==> src/design/controlPkg.sv <==
`default_nettype none

package controlPkg;

	localparam int opWidth = 6;
	localparam int aluOpWidth = 3;
	localparam int aluSrcAWidth = 2;
	localparam int aluSrcBWidth = 3;
	localparam int pcSourceWidth = 3;
	localparam int iOrDWidth = 3;
	localparam int memToRegWidth = 4;
	localparam int regDstWidth = 2;
	localparam int loadSizeWidth = 2;

	// Major opcode field
	typedef enum logic [opWidth-1:0] {
		opRType = 6'h00,
		opJump = 6'h02,
		opJal = 6'h03,
		opBeq = 6'h04,
		opBne = 6'h05,
		opBle = 6'h06,
		opBgt = 6'h07,
		opAddi = 6'h08,
		opAddiu = 6'h09,
		opLui = 6'h0f,
		opLb = 6'h20,
		opLh = 6'h21,
		opLw = 6'h23
	} opcode_e;

	// Funct field, only meaningful with opRType
	typedef enum logic [opWidth-1:0] {
		functJr = 6'h08,
		functAdd = 6'h20,
		functSub = 6'h22,
		functAnd = 6'h24,
		functSlt = 6'h2a
	} funct_e;

	typedef enum logic [4:0] {
		kindAdd, kindAnd, kindSub, kindSlt, kindJr,
		kindAddi, kindAddiu,
		kindBeq, kindBne, kindBgt, kindBle,
		kindLw, kindLh, kindLb,
		kindLui, kindJ, kindJal,
		kindUnknown
	} instrKind_e;

	// Encodings understood by the datapath ALU
	typedef enum logic [aluOpWidth-1:0] {
		aluLoad = 3'd0,
		aluAdd = 3'd1,
		aluSub = 3'd2,
		aluAnd = 3'd3,
		aluCompare = 3'd7
	} aluOp_e;

	typedef enum logic [5:0] {
		stResetInit, stStart, stFetchWait, stDecode,
		stAluRegister, stWriteRegister, stSltWrite, stJumpRegister,
		stImmAdd, stImmAddUnsigned, stWriteImmediate, stOverflowTrap,
		stBranchTarget, stBranchCompare,
		stLoadAddress, stLoadWait, stLoadWord, stLoadHalf, stLoadByte,
		stLuiCompute, stLuiWrite, stJump, stJalLink, stJalWrite,
		stWait
	} state_e;

	typedef enum logic [loadSizeWidth-1:0] {
		sizeWord = 2'd0,
		sizeHalf = 2'd1,
		sizeByte = 2'd2
	} loadSize_e;

endpackage

`default_nettype wire

==> src/design/controlUnit.sv <==
`timescale 1ns/10ps
`default_nettype none

module controlUnit import controlPkg::*; #(
	parameter int memWaitCycles = 2
) (
	input logic clock,
	input logic reset,
	input logic [opWidth-1:0] opCode,
	input logic [opWidth-1:0] funct,
	input logic overflow,
	input logic equal,
	input logic greater,
	output logic [aluSrcAWidth-1:0] aluSrcA,
	output logic [aluSrcBWidth-1:0] aluSrcB,
	output logic [pcSourceWidth-1:0] pcSource,
	output logic [aluOpWidth-1:0] aluOp,
	output logic pcWrite,
	output logic irWrite,
	output logic [iOrDWidth-1:0] iOrD,
	output logic [memToRegWidth-1:0] memToReg,
	output logic writeRegA,
	output logic writeRegB,
	output logic aluOutControl,
	output logic [regDstWidth-1:0] regDst,
	output logic regWrite,
	output logic epcWrite,
	output logic [loadSizeWidth-1:0] loadSize,
	output logic memDataReg
);

	opcode_e opCodeField;
	funct_e functField;
	instrKind_e instrKind;
	state_e state;
	logic lastWait;
	aluOp_e aluOpValue;
	loadSize_e loadSizeValue;

	// Raw instruction fields may hold codes outside the enums
	assign opCodeField = opcode_e'(opCode);
	assign functField = funct_e'(funct);
	assign aluOp = aluOpValue;
	assign loadSize = loadSizeValue;

	instructionDecoder decoder (
		.opCode(opCodeField),
		.funct(functField),
		.instrKind(instrKind)
	);

	stateSequencer #(
		.memWaitCycles(memWaitCycles)
	) sequencer (
		.clock(clock),
		.reset(reset),
		.instrKind(instrKind),
		.overflow(overflow),
		.state(state),
		.lastWait(lastWait)
	);

	controlWordTable wordTable (
		.state(state),
		.lastWait(lastWait),
		.equal(equal),
		.greater(greater),
		.branchSense(instrKind),
		.aluSrcA(aluSrcA),
		.aluSrcB(aluSrcB),
		.pcSource(pcSource),
		.iOrD(iOrD),
		.memToReg(memToReg),
		.regDst(regDst),
		.aluOp(aluOpValue),
		.loadSize(loadSizeValue),
		.pcWrite(pcWrite),
		.irWrite(irWrite),
		.writeRegA(writeRegA),
		.writeRegB(writeRegB),
		.aluOutControl(aluOutControl),
		.regWrite(regWrite),
		.epcWrite(epcWrite),
		.memDataReg(memDataReg)
	);

endmodule

`default_nettype wire

==> src/design/controlWordTable.sv <==
`timescale 1ns/10ps
`default_nettype none

module controlWordTable import controlPkg::*; (
	input state_e state,
	input logic lastWait,
	input logic equal,
	input logic greater,
	input instrKind_e branchSense,
	output logic [aluSrcAWidth-1:0] aluSrcA,
	output logic [aluSrcBWidth-1:0] aluSrcB,
	output logic [pcSourceWidth-1:0] pcSource,
	output logic [iOrDWidth-1:0] iOrD,
	output logic [memToRegWidth-1:0] memToReg,
	output logic [regDstWidth-1:0] regDst,
	output aluOp_e aluOp,
	output loadSize_e loadSize,
	output logic pcWrite,
	output logic irWrite,
	output logic writeRegA,
	output logic writeRegB,
	output logic aluOutControl,
	output logic regWrite,
	output logic epcWrite,
	output logic memDataReg
);

	logic branchTaken;

	always_comb begin
		case (branchSense)
			kindBeq: branchTaken = equal;
			kindBne: branchTaken = !equal;
			kindBgt: branchTaken = greater;
			kindBle: branchTaken = !greater;
			default: branchTaken = 1'b0;
		endcase
	end

	always_comb begin
		aluSrcA = 2'd0;
		aluSrcB = 3'd0;
		pcSource = 3'd0;
		iOrD = 3'd0;
		memToReg = 4'd0;
		regDst = 2'd0;
		aluOp = aluLoad;
		loadSize = sizeWord;
		pcWrite = 1'b0;
		irWrite = 1'b0;
		writeRegA = 1'b0;
		writeRegB = 1'b0;
		aluOutControl = 1'b0;
		regWrite = 1'b0;
		epcWrite = 1'b0;
		memDataReg = 1'b0;
		case (state)
			stResetInit: begin
				regDst = 2'd1;
				regWrite = 1'b1;
				epcWrite = 1'b1;
			end
			// PC + 4
			stStart: begin
				aluSrcB = 3'd1;
				aluOp = aluAdd;
				pcWrite = 1'b1;
			end
			stFetchWait: irWrite = lastWait;
			stDecode: begin
				writeRegA = 1'b1;
				writeRegB = 1'b1;
			end
			stAluRegister: begin
				aluSrcA = 2'd2;
				aluOutControl = 1'b1;
				case (branchSense)
					kindAnd: aluOp = aluAnd;
					kindSub: aluOp = aluSub;
					default: aluOp = aluAdd;
				endcase
			end
			stWriteRegister: begin
				regDst = 2'd3;
				regWrite = 1'b1;
			end
			stSltWrite: begin
				aluSrcA = 2'd2;
				aluOp = aluCompare;
				memToReg = 4'd8;
				writeRegA = 1'b1;
				writeRegB = 1'b1;
				regDst = 2'd3;
				regWrite = 1'b1;
			end
			stJumpRegister: begin
				pcSource = 3'd4;
				pcWrite = 1'b1;
				writeRegA = 1'b1;
			end
			stImmAdd, stImmAddUnsigned: begin
				aluSrcA = 2'd2;
				aluSrcB = 3'd2;
				aluOp = aluAdd;
				aluOutControl = 1'b1;
			end
			stWriteImmediate: regWrite = 1'b1;
			stOverflowTrap: begin
				iOrD = 3'd3;
				epcWrite = 1'b1;
			end
			// Target address goes to ALUOut while the registers are compared
			stBranchTarget: begin
				aluSrcB = 3'd3;
				aluOp = aluAdd;
				aluOutControl = 1'b1;
			end
			stBranchCompare: begin
				aluSrcA = 2'd2;
				pcSource = 3'd1;
				aluOp = aluCompare;
				writeRegA = 1'b1;
				writeRegB = 1'b1;
				pcWrite = branchTaken;
			end
			stLoadAddress: begin
				aluSrcA = 2'd2;
				aluSrcB = 3'd2;
				aluOp = aluAdd;
				writeRegA = 1'b1;
				aluOutControl = 1'b1;
			end
			// Address held from ALUOut for the whole memory wait
			stLoadWait: begin
				iOrD = 3'd1;
				memDataReg = lastWait;
			end
			stLoadWord, stLoadHalf, stLoadByte: begin
				memToReg = 4'd3;
				regWrite = 1'b1;
				if (state == stLoadHalf) begin
					loadSize = sizeHalf;
				end else if (state == stLoadByte) begin
					loadSize = sizeByte;
				end
			end
			stLuiCompute: begin
				aluSrcA = 2'd1;
				aluSrcB = 3'd2;
				aluOp = aluAdd;
				aluOutControl = 1'b1;
			end
			stLuiWrite: regWrite = 1'b1;
			stJump: begin
				pcSource = 3'd2;
				pcWrite = 1'b1;
			end
			stJalLink: aluOutControl = 1'b1;
			stJalWrite: begin
				regDst = 2'd2;
				regWrite = 1'b1;
			end
			default: begin
			end
		endcase
	end

endmodule

`default_nettype wire

==> src/design/instructionDecoder.sv <==
`timescale 1ns/10ps
`default_nettype none

module instructionDecoder import controlPkg::*; (
	input opcode_e opCode,
	input funct_e funct,
	output instrKind_e instrKind
);

	always_comb begin
		instrKind = kindUnknown;
		case (opCode)
			opRType: begin
				case (funct)
					functAdd: instrKind = kindAdd;
					functAnd: instrKind = kindAnd;
					functSub: instrKind = kindSub;
					functSlt: instrKind = kindSlt;
					functJr: instrKind = kindJr;
					default: instrKind = kindUnknown;
				endcase
			end
			opAddi: instrKind = kindAddi;
			opAddiu: instrKind = kindAddiu;
			opBeq: instrKind = kindBeq;
			opBne: instrKind = kindBne;
			opBgt: instrKind = kindBgt;
			opBle: instrKind = kindBle;
			opLw: instrKind = kindLw;
			opLh: instrKind = kindLh;
			opLb: instrKind = kindLb;
			opLui: instrKind = kindLui;
			opJump: instrKind = kindJ;
			opJal: instrKind = kindJal;
			default: instrKind = kindUnknown;
		endcase
	end

endmodule

`default_nettype wire

==> src/design/stateSequencer.sv <==
`timescale 1ns/10ps
`default_nettype none

module stateSequencer import controlPkg::*; #(
	parameter int memWaitCycles = 2
) (
	input logic clock,
	input logic reset,
	input instrKind_e instrKind,
	input logic overflow,
	output state_e state,
	output logic lastWait
);

	localparam int countWidth = (memWaitCycles > 1) ? $clog2(memWaitCycles) : 1;

	state_e nextState;
	logic [countWidth-1:0] waitCount;
	logic inWait;

	// Fetch and load share one wait counter
	assign inWait = (state == stFetchWait) || (state == stLoadWait);
	assign lastWait = inWait && (waitCount == countWidth'(memWaitCycles - 1));

	always_ff @(posedge clock or posedge reset) begin
		if (reset) begin
			state <= stResetInit;
		end else begin
			state <= nextState;
		end
	end

	always_ff @(posedge clock or posedge reset) begin
		if (reset) begin
			waitCount <= '0;
		end else if (inWait && !lastWait) begin
			waitCount <= waitCount + 1'b1;
		end else begin
			waitCount <= '0;
		end
	end

	always_comb begin
		nextState = stWait;
		case (state)
			stResetInit: nextState = stStart;
			stStart: nextState = stFetchWait;
			stFetchWait: nextState = lastWait ? stDecode : stFetchWait;
			stDecode: begin
				case (instrKind)
					kindAdd, kindAnd, kindSub: nextState = stAluRegister;
					kindSlt: nextState = stSltWrite;
					kindJr: nextState = stJumpRegister;
					kindAddi: nextState = stImmAdd;
					kindAddiu: nextState = stImmAddUnsigned;
					kindBeq, kindBne, kindBgt, kindBle: nextState = stBranchTarget;
					kindLw, kindLh, kindLb: nextState = stLoadAddress;
					kindLui: nextState = stLuiCompute;
					kindJ: nextState = stJump;
					kindJal: nextState = stJalLink;
					// Unknown codes retire without side effects
					default: nextState = stWait;
				endcase
			end
			stAluRegister: nextState = stWriteRegister;
			stWriteRegister: nextState = stWait;
			stSltWrite: nextState = stWait;
			stJumpRegister: nextState = stWait;
			stImmAdd: nextState = overflow ? stOverflowTrap : stWriteImmediate;
			stImmAddUnsigned: nextState = stWriteImmediate;
			stWriteImmediate: nextState = stWait;
			stOverflowTrap: nextState = stWait;
			stBranchTarget: nextState = stBranchCompare;
			stBranchCompare: nextState = stWait;
			stLoadAddress: nextState = stLoadWait;
			stLoadWait: begin
				if (!lastWait) begin
					nextState = stLoadWait;
				end else begin
					case (instrKind)
						kindLh: nextState = stLoadHalf;
						kindLb: nextState = stLoadByte;
						default: nextState = stLoadWord;
					endcase
				end
			end
			stLoadWord: nextState = stWait;
			stLoadHalf: nextState = stWait;
			stLoadByte: nextState = stWait;
			stLuiCompute: nextState = stLuiWrite;
			stLuiWrite: nextState = stWait;
			stJump: nextState = stWait;
			// Link first, then reuse the plain jump state
			stJalLink: nextState = stJalWrite;
			stJalWrite: nextState = stJump;
			stWait: nextState = stStart;
			default: nextState = stWait;
		endcase
	end

endmodule

`default_nettype wire

==> config.mk <==
export PLATFORM = sky130hd
export DESIGN_NAME = controlUnit
export DESIGN_NICKNAME = d
export VERILOG_FILES = /design/src/design/controlPkg.sv /design/src/design/controlUnit.sv /design/src/design/controlWordTable.sv /design/src/design/instructionDecoder.sv /design/src/design/stateSequencer.sv
export SDC_FILE = /design/constraint.sdc
export NUM_CORES = 1
export LEC_CHECK = 0
export ABC_CLOCK_PERIOD_IN_PS = 2500
export BUFFER_PORTS_ARGS = -buffer_cell sky130_fd_sc_hd__clkbuf_2
export CORE_MARGIN = 3
export CORE_UTILIZATION = 50
export DETAILED_ROUTE_END_ITERATION = 10
export HOLD_SLACK_MARGIN = 0.08
export PLACE_DENSITY_LB_ADDON = 0.1
export SETUP_SLACK_MARGIN = 0.2
export SKIP_LAST_GASP = 1
export SYNTH_ARGS = -nofsm -noshare
export SYNTH_HDL_FRONTEND = slang
export SYNTH_HIERARCHICAL = 1
export SYNTH_SLANG_ARGS = --single-unit
==> constraint.sdc <==
create_clock -name clock -period 2.5 [get_ports clock]
set_clock_uncertainty 0.15 [all_clocks]
set_input_delay 0.125 -clock clock [delete_from_list [all_inputs] [get_ports clock]]
set_output_delay 0.125 -clock clock [all_outputs]
set_load 0.01 [all_outputs]
== After elaboration in Yosys (flattened, before gate mapping) ==
Memories as Yosys holds them, arrays and structs flattened.
Index checks and enable logic that the tools add are counted.
Widths: inputs -> output; s select.

* Flip-flop bits (word level): 7
* Bits in read-only memories: 160
* Input port bits: 17
* Logic and storage cells: 102
* Memories: 1

* $add $sub $neg: 1
* Eq/ne operators: 49
* Multiplexer cells: 28
* Reduce and logical (&&, ||, !) cells: 21

{| class="wikitable"
|+ Memory list
! memory !! depth !! width !! rd ports !! clocked after Yosys merged registers in !! wr ports !! line !! source
|-
| (name not given) || 32 || 5 || 1 || 0 || 0 || stateSequencer.sv:50 || <nowiki>case (instrKind)</nowiki>
|}

{| class="wikitable"
|+ Operators by type and width
! kind !! count
|-
| $pmux 6 s13 || 1
|-
| $eq 6x4->1 const B || 12
|-
| $pmux 5 s13 || 1
|-
| $eq 6x5->1 const B || 9
|-
| $eq 6x3->1 const B || 8
|-
| $eq 6x6->1 const B || 7
|-
| $eq 5x4->1 const B || 5
|-
| $pmux 5 s5 || 1
|-
| $eq 6x2->1 const B || 4
|-
| $pmux 3 s3 || 2
|-
| $pmux 2 s2 || 4
|-
| $logic_not 6->1 || 2
|-
| $pmux 2 s3 || 2
|-
| $reduce_or 6->1 || 2
|-
| $mux 1 || 10
|-
| $reduce_or 3->1 || 3
|-
| $reduce_or 9->1 || 1
|-
| $pmux 4 s2 || 1
|-
| $reduce_or 2->1 || 4
|-
| $reduce_or 7->1 || 1
|-
| $eq 6x1->1 const B || 1
|-
| $mux 2 || 3
|-
| $mux 6 || 1
|-
| $eq 5x1->1 const B || 1
|-
| other kinds (10) || 13
|}

== Depth between registers and ports, before layout ==
* Depth in word-level cells: 7
* Gate-level depth with buffers: 11
* Mapped depth without buffers: 10

== By module ==
The synthesis kept the hierarchy.

{| class="wikitable"
|+ By module, submodules not included
! module !! instances !! cells an instance !! area each (µm²) !! seq. area each (µm²)
|-
| stateSequencer || 1 || 101 || 767.0 || 150.1
|-
| controlWordTable || 1 || 107 || 629.4 || 0.0
|-
| instructionDecoder || 1 || 56 || 359.1 || 0.0
|}

== Worst setup path after synthesis ==
OpenSTA, ideal clock, no wires.

* Path kind: input port to flip-flop
* Start point: in opCode[5]
* End point: reg sequencer.state[2]
* Setup time: 0.087 ns
* Data arrival time: 2.134 ns
* Data required time: 2.263 ns
* Setup slack: 0.130 ns
* Stages: 10
* Buffers on the path: 0
* Cells stage by stage: or4_4 > nor3_4 > o211ai_1 > o211ai_1 > inv_1 > ha_1 > and2b_1 > a211oi_1 > nor2_1 > o211ai_1

* Longest elaborated chain between the ends: 4
* Elaborated cells between the ends (all ways): 16
* Those cells by class: 12 x eq/ne; 2 x mux; 1 x reduce/logical; 1 x memory

{| class="wikitable"
|+ Ends and longest elaborated chain
! element !! line !! source
|-
| from (decl) || controlUnit.sv:9 || <nowiki>input logic [opWidth-1:0] opCode,</nowiki>
|-
| $eq 6x2->1 (tied with other cells) || instructionDecoder.sv:12 || <nowiki>case (opCode)</nowiki>
|-
| $pmux 5 s13 * || instructionDecoder.sv:12 ||
|-
| named net instrKind[0] || controlUnit.sv:34 || <nowiki>instrKind_e instrKind;</nowiki>
|-
| $mem_v2 32x5 * || -- ||
|-
| $pmux 6 s13 * || stateSequencer.sv:45 || <nowiki>case (state)</nowiki>
|-
| named net sequencer.nextState[2] || stateSequencer.sv:17 || <nowiki>state_e nextState;</nowiki>
|-
| to (signal assigned) || stateSequencer.sv:27 || <nowiki>state <= stResetInit;</nowiki>
|-
| to (signal assigned) || stateSequencer.sv:29 || <nowiki>state <= nextState;</nowiki>
|-
| to (decl) || stateSequencer.sv:11 || <nowiki>output state_e state,</nowiki>
|}

The timed path passes the listed nets; every way through them passes the cells marked *.

== Worst setup path after layout ==
* Start point: in opCode[3]
* End point: out aluOp[1]

* Longest elaborated chain between the ends: 5
* Elaborated cells between the ends (all ways): 18
* Those cells by class: 14 x eq/ne; 3 x mux; 1 x reduce/logical

{| class="wikitable"
|+ Ends and longest elaborated chain
! element !! line !! source
|-
| $eq 6x2->1 (tied with other cells) || instructionDecoder.sv:12 ||
|-
| $pmux 5 s13 * || instructionDecoder.sv:12 ||
|-
| named net instrKind[0] || controlUnit.sv:34 ||
|-
| $eq 5x2->1 / $eq 5x1->1 (equally long branches) || controlWordTable.sv:77 || <nowiki>case (branchSense)</nowiki>
|-
| $pmux 2 s2 * || controlWordTable.sv:77 ||
|-
| $pmux 3 s3 * || controlWordTable.sv:57 || <nowiki>case (state)</nowiki>
|-
| to (decl) || controlUnit.sv:17 || <nowiki>output logic [aluOpWidth-1:0] aluOp,</nowiki>
|}

Marks and branches as above.

==> results_dict.tcl <==
set metrics [dict create \
    outcome "finished, final reports clean" \
    share_of_cell_area_taken_by_muxes_after_synthesis_pct 1.71 \
    post_route_cells_drive_above_1_share_pct 32.8 \
    period_minus_slack_ns 2.32 \
    place_congestion 0.860 \
    synth-seq-area-share_pct 8.55 \
    drt.antenna.violating_nets 0 \
    drc 0 \
    max-cap-violations 0 \
    ffs_latches_synth 6 \
    clock_latency_late_sink_ns 0.26 \
    wire_length_of_the_first_global_routing_pass_um 8230 \
    areaGrowthSynthToFinish_pct 28.7 \
    tritoncts "built" \
    place_ws_ns -0.0464 \
    placementRows 20 \
    dr_total_vias 2105 \
    r2r_cells 5 \
    worst_path_most_repeated_cell "sky130_fd_sc_hd__o211ai_1" \
    synth_cells 264 \
    final_nets 341 \
    regToRegSetupSlack_ns 0.63 \
    power_density_over_the_cells_mw_per_mm2 756 \
    initial_utilization_pct 54.8 \
    floorplan.core_area_mm2 0.00320 \
    cellInternalPower_mw 0.777 \
    timing.rr.end "sequencer/state[3]" \
    synth_top_family_by_area "simple AND/OR/NAND/NOR gates" \
    crit_arrival_ns 2.05 \
    critPathTopFamily "simple AND/OR/NAND/NOR gates" \
    worst_ir_drop_on_vdd_v 0.000273 \
    post_drt_via_cell_ratio 5.83 \
    cts_inserted_buffers 3 \
    crit_path_max_fanout 6 \
    fraction_of_the_mapped_netlist_area_in_compound_gates_pct 28.5 \
    critPathMaxStageDelay_ns 0.53 \
    bufs_and_invs_on_worst_path 3 \
    rsz0062_at_grt "yes" \
    dieArea_mm2 0.00426 \
    worstReg2RegStart "sequencer/state[2]" \
    antennaDiodeCount 0 \
    totalWireLength_um 4820 \
    sequentialPowerShare_pct 17.7 \
    clock-sinks 6 \
    startpoint "opCode[3]" \
    crit_path_cell_trace "clkbuf_16 > or4_4 > nor3_4 > o211ai_1 > o211ai_1 > buf_4 > xor2_1 > a21oi_1 > o41ai_2 > buf_2" \
    p_comb_share_pct 76.7 \
    path_depth 10 \
    postSynth.asyncResetShare_pct 100 \
    detail_route.first_pass.iterations 4 \
    class_of_the_most_critical_setup_path "input port to primary output" \
    gr-total-overflow 0 \
    fin_tns_setup_ns 0 \
    antenna_found_initial 0 \
    final.period_utilization_pct 92.9 \
    clock_power_share_pct 5.5 \
    ctsLongestPathBuffers 2 \
    total_standard_cell_area_after_synthesis_mm2 0.00176 \
    switching_power_share_of_the_total_pct 54.5 \
    synth_edf_count 0 \
    chipWidth_um 65.3 \
    grt_use_total_pct 23.3 \
    synth.avg_cell_area_um2 6.65 \
    setup_ws_ns 0.178 \
    most_common_cell_after_layout_fill_and_taps_aside "sky130_fd_sc_hd__clkbuf_2" \
    end_kind "primary output" \
    htree_levels 1 \
    final-hold-violation-count 0 \
    max_freq_ghz 0.431 \
    layout_common_cells "sky130_fd_sc_hd__clkbuf_2 (36), sky130_fd_sc_hd__buf_4 (31), sky130_fd_sc_hd__nor2_1 (29)" \
    total_leakage_power_nw 0.975 \
    pin_count_of_the_biggest_net_entering_global_routing 20 \
    synth_adder_area_share_pct 3.56 \
    clk_pin_slew_ns 0.05 \
    die_h_um 65.3 \
    synth.distinct_cells 64 \
    first_global_vias 1852 \
    boundaryPins 47 \
    critPathCapture "aluOp[1]" \
    critical_path_required_ns 2.23 \
    worstSetupStartpointType "input port" \
    yosysWarnings 6 \
    synth_simple_gate_area_share_pct 40.4 \
    synth-xor-area-share_pct 4.99 \
    ys_dominant_reg_cell "sky130_fd_sc_hd__dfrtp_1" \
    drt_iter0_markers 285 \
    clockRootBuffer "sky130_fd_sc_hd__clkbuf_4" \
    hpwlAfterDp_um 3520 \
    path_category_of_the_worst_min_delay_check "input port to async pin" \
    final-max-slew-violation-count 0 \
    p_sw_mw 0.931 \
    place.port_buffers 43 \
    final_setup_violation_count 0 \
    wl_per_cell_um 13.4 \
    crit_path_top_delay_cell "sky130_fd_sc_hd__or4_4" \
]
-- through the flow --
stage | cells | util (%) | hold WS (ns) | cell area [µm²] | total power, mW
floorplan | 266 | - | -0.234 | 1780 | 1.27
global placement | 348 | 64.2 | -0.111 | 2060 | 1.54
detailed placement | 348 | 64.2 | -0.111 | 2060 | 1.54
CTS | 358 | 68.0 | 0.173 | 2180 | 1.66
global route | 361 | 70.5 | 0.204 | 2260 | 1.88
finish | 361 | 70.5 | 0.181 | 2260 | 1.71
-- logic make-up (layout without fill, tap and decap cells) --
kind of cell,after synthesis,after routing
DFF,6,6
xor gates and xnor gates,10,10
other,2,4
muxes,3,3
AOI/OAI and AO/OA,70,70
adders and majority gates,5,5
and+or+nand+nor,129,129
buffers and inverters,39,90
-- cell type report --
class	count	area, µm²
multi-input combinational	221	1470
clock buffer	3	22.5
inverter	10	37.5
fill	291	945
timing repair buffer	77	515
sequential	6	154
tap	44	55.1
-- tightest hold or removal path: cells and delay by family --
kind | cells | cell delay, ns
buffers and inverters | 3 | 0.84
-- flip-flops by register name, summed over array words and instances, names as in the netlist --
signal	count
sequencer/waitCount	1
sequencer/state	5
-- how the worst min path moves through the flow --
stage                          to  cells past startpoint  start  slack, ns
3_5_place_dp   sequencer/state[2]                      2  reset      -0.11
2_1_floorplan  sequencer/state[0]                      1  reset      -0.23
3_3_place_gp   sequencer/state[2]                      2  reset      -0.11
5_1_grt        sequencer/state[4]                      3  reset       0.20
4_1_cts        sequencer/state[1]                      3  reset       0.17
6_report       sequencer/state[4]                      3  reset       0.18
-- Yosys cell counts, types with 8 or more instances --
master | instances | area, µm²
sky130_fd_sc_hd__nand3_1 | 10 | 50.1
sky130_fd_sc_hd__or3_1 | 8 | 50.1
sky130_fd_sc_hd__nor3_1 | 13 | 65.1
sky130_fd_sc_hd__o21ai_0 | 9 | 45.0
sky130_fd_sc_hd__a21oi_1 | 16 | 80.1
sky130_fd_sc_hd__inv_1 | 10 | 37.5
sky130_fd_sc_hd__nand2_1 | 19 | 71.3
sky130_fd_sc_hd__nand2b_1 | 13 | 81.3
sky130_fd_sc_hd__buf_2 | 15 | 75.1
sky130_fd_sc_hd__nor2_1 | 29 | 109
sky130_fd_sc_hd__a211oi_1 | 9 | 67.6
sky130_fd_sc_hd__buf_4 | 9 | 67.6
-- power groups by stage --
| stage | Combinational, mW | Sequential [mW] | Clock [mW] |
|---|---|---|---|
| after floorplan | 1.08 | 0.189 | 0 |
| after global placement | 1.24 | 0.298 | 0 |
| after detailed placement | 1.25 | 0.291 | 0 |
| after CTS | 1.27 | 0.295 | 0.0966 |
| after global routing | 1.46 | 0.322 | 0.101 |
| final | 1.31 | 0.303 | 0.0943 |
-- repair_timing --
item | CTS | global route
hold buffers | 1 | 0
pin swaps | 9 | 12
buffers inserted | 6 | 3
endpoints found under the hold margin | 6 | 0
endpoints found under the setup margin | 3 | 9
gates resized for setup | 10 | 19
-- per-layer routing --
metal / track usage, % / share of wire [%]
met5: 0 / 0
met4: 6.74 / 1.0
met3: 3.42 / 6.0
met2: 38.4 / 47
met1: 31.2 / 46
Note: power is estimated with default switching activity, not from simulation.
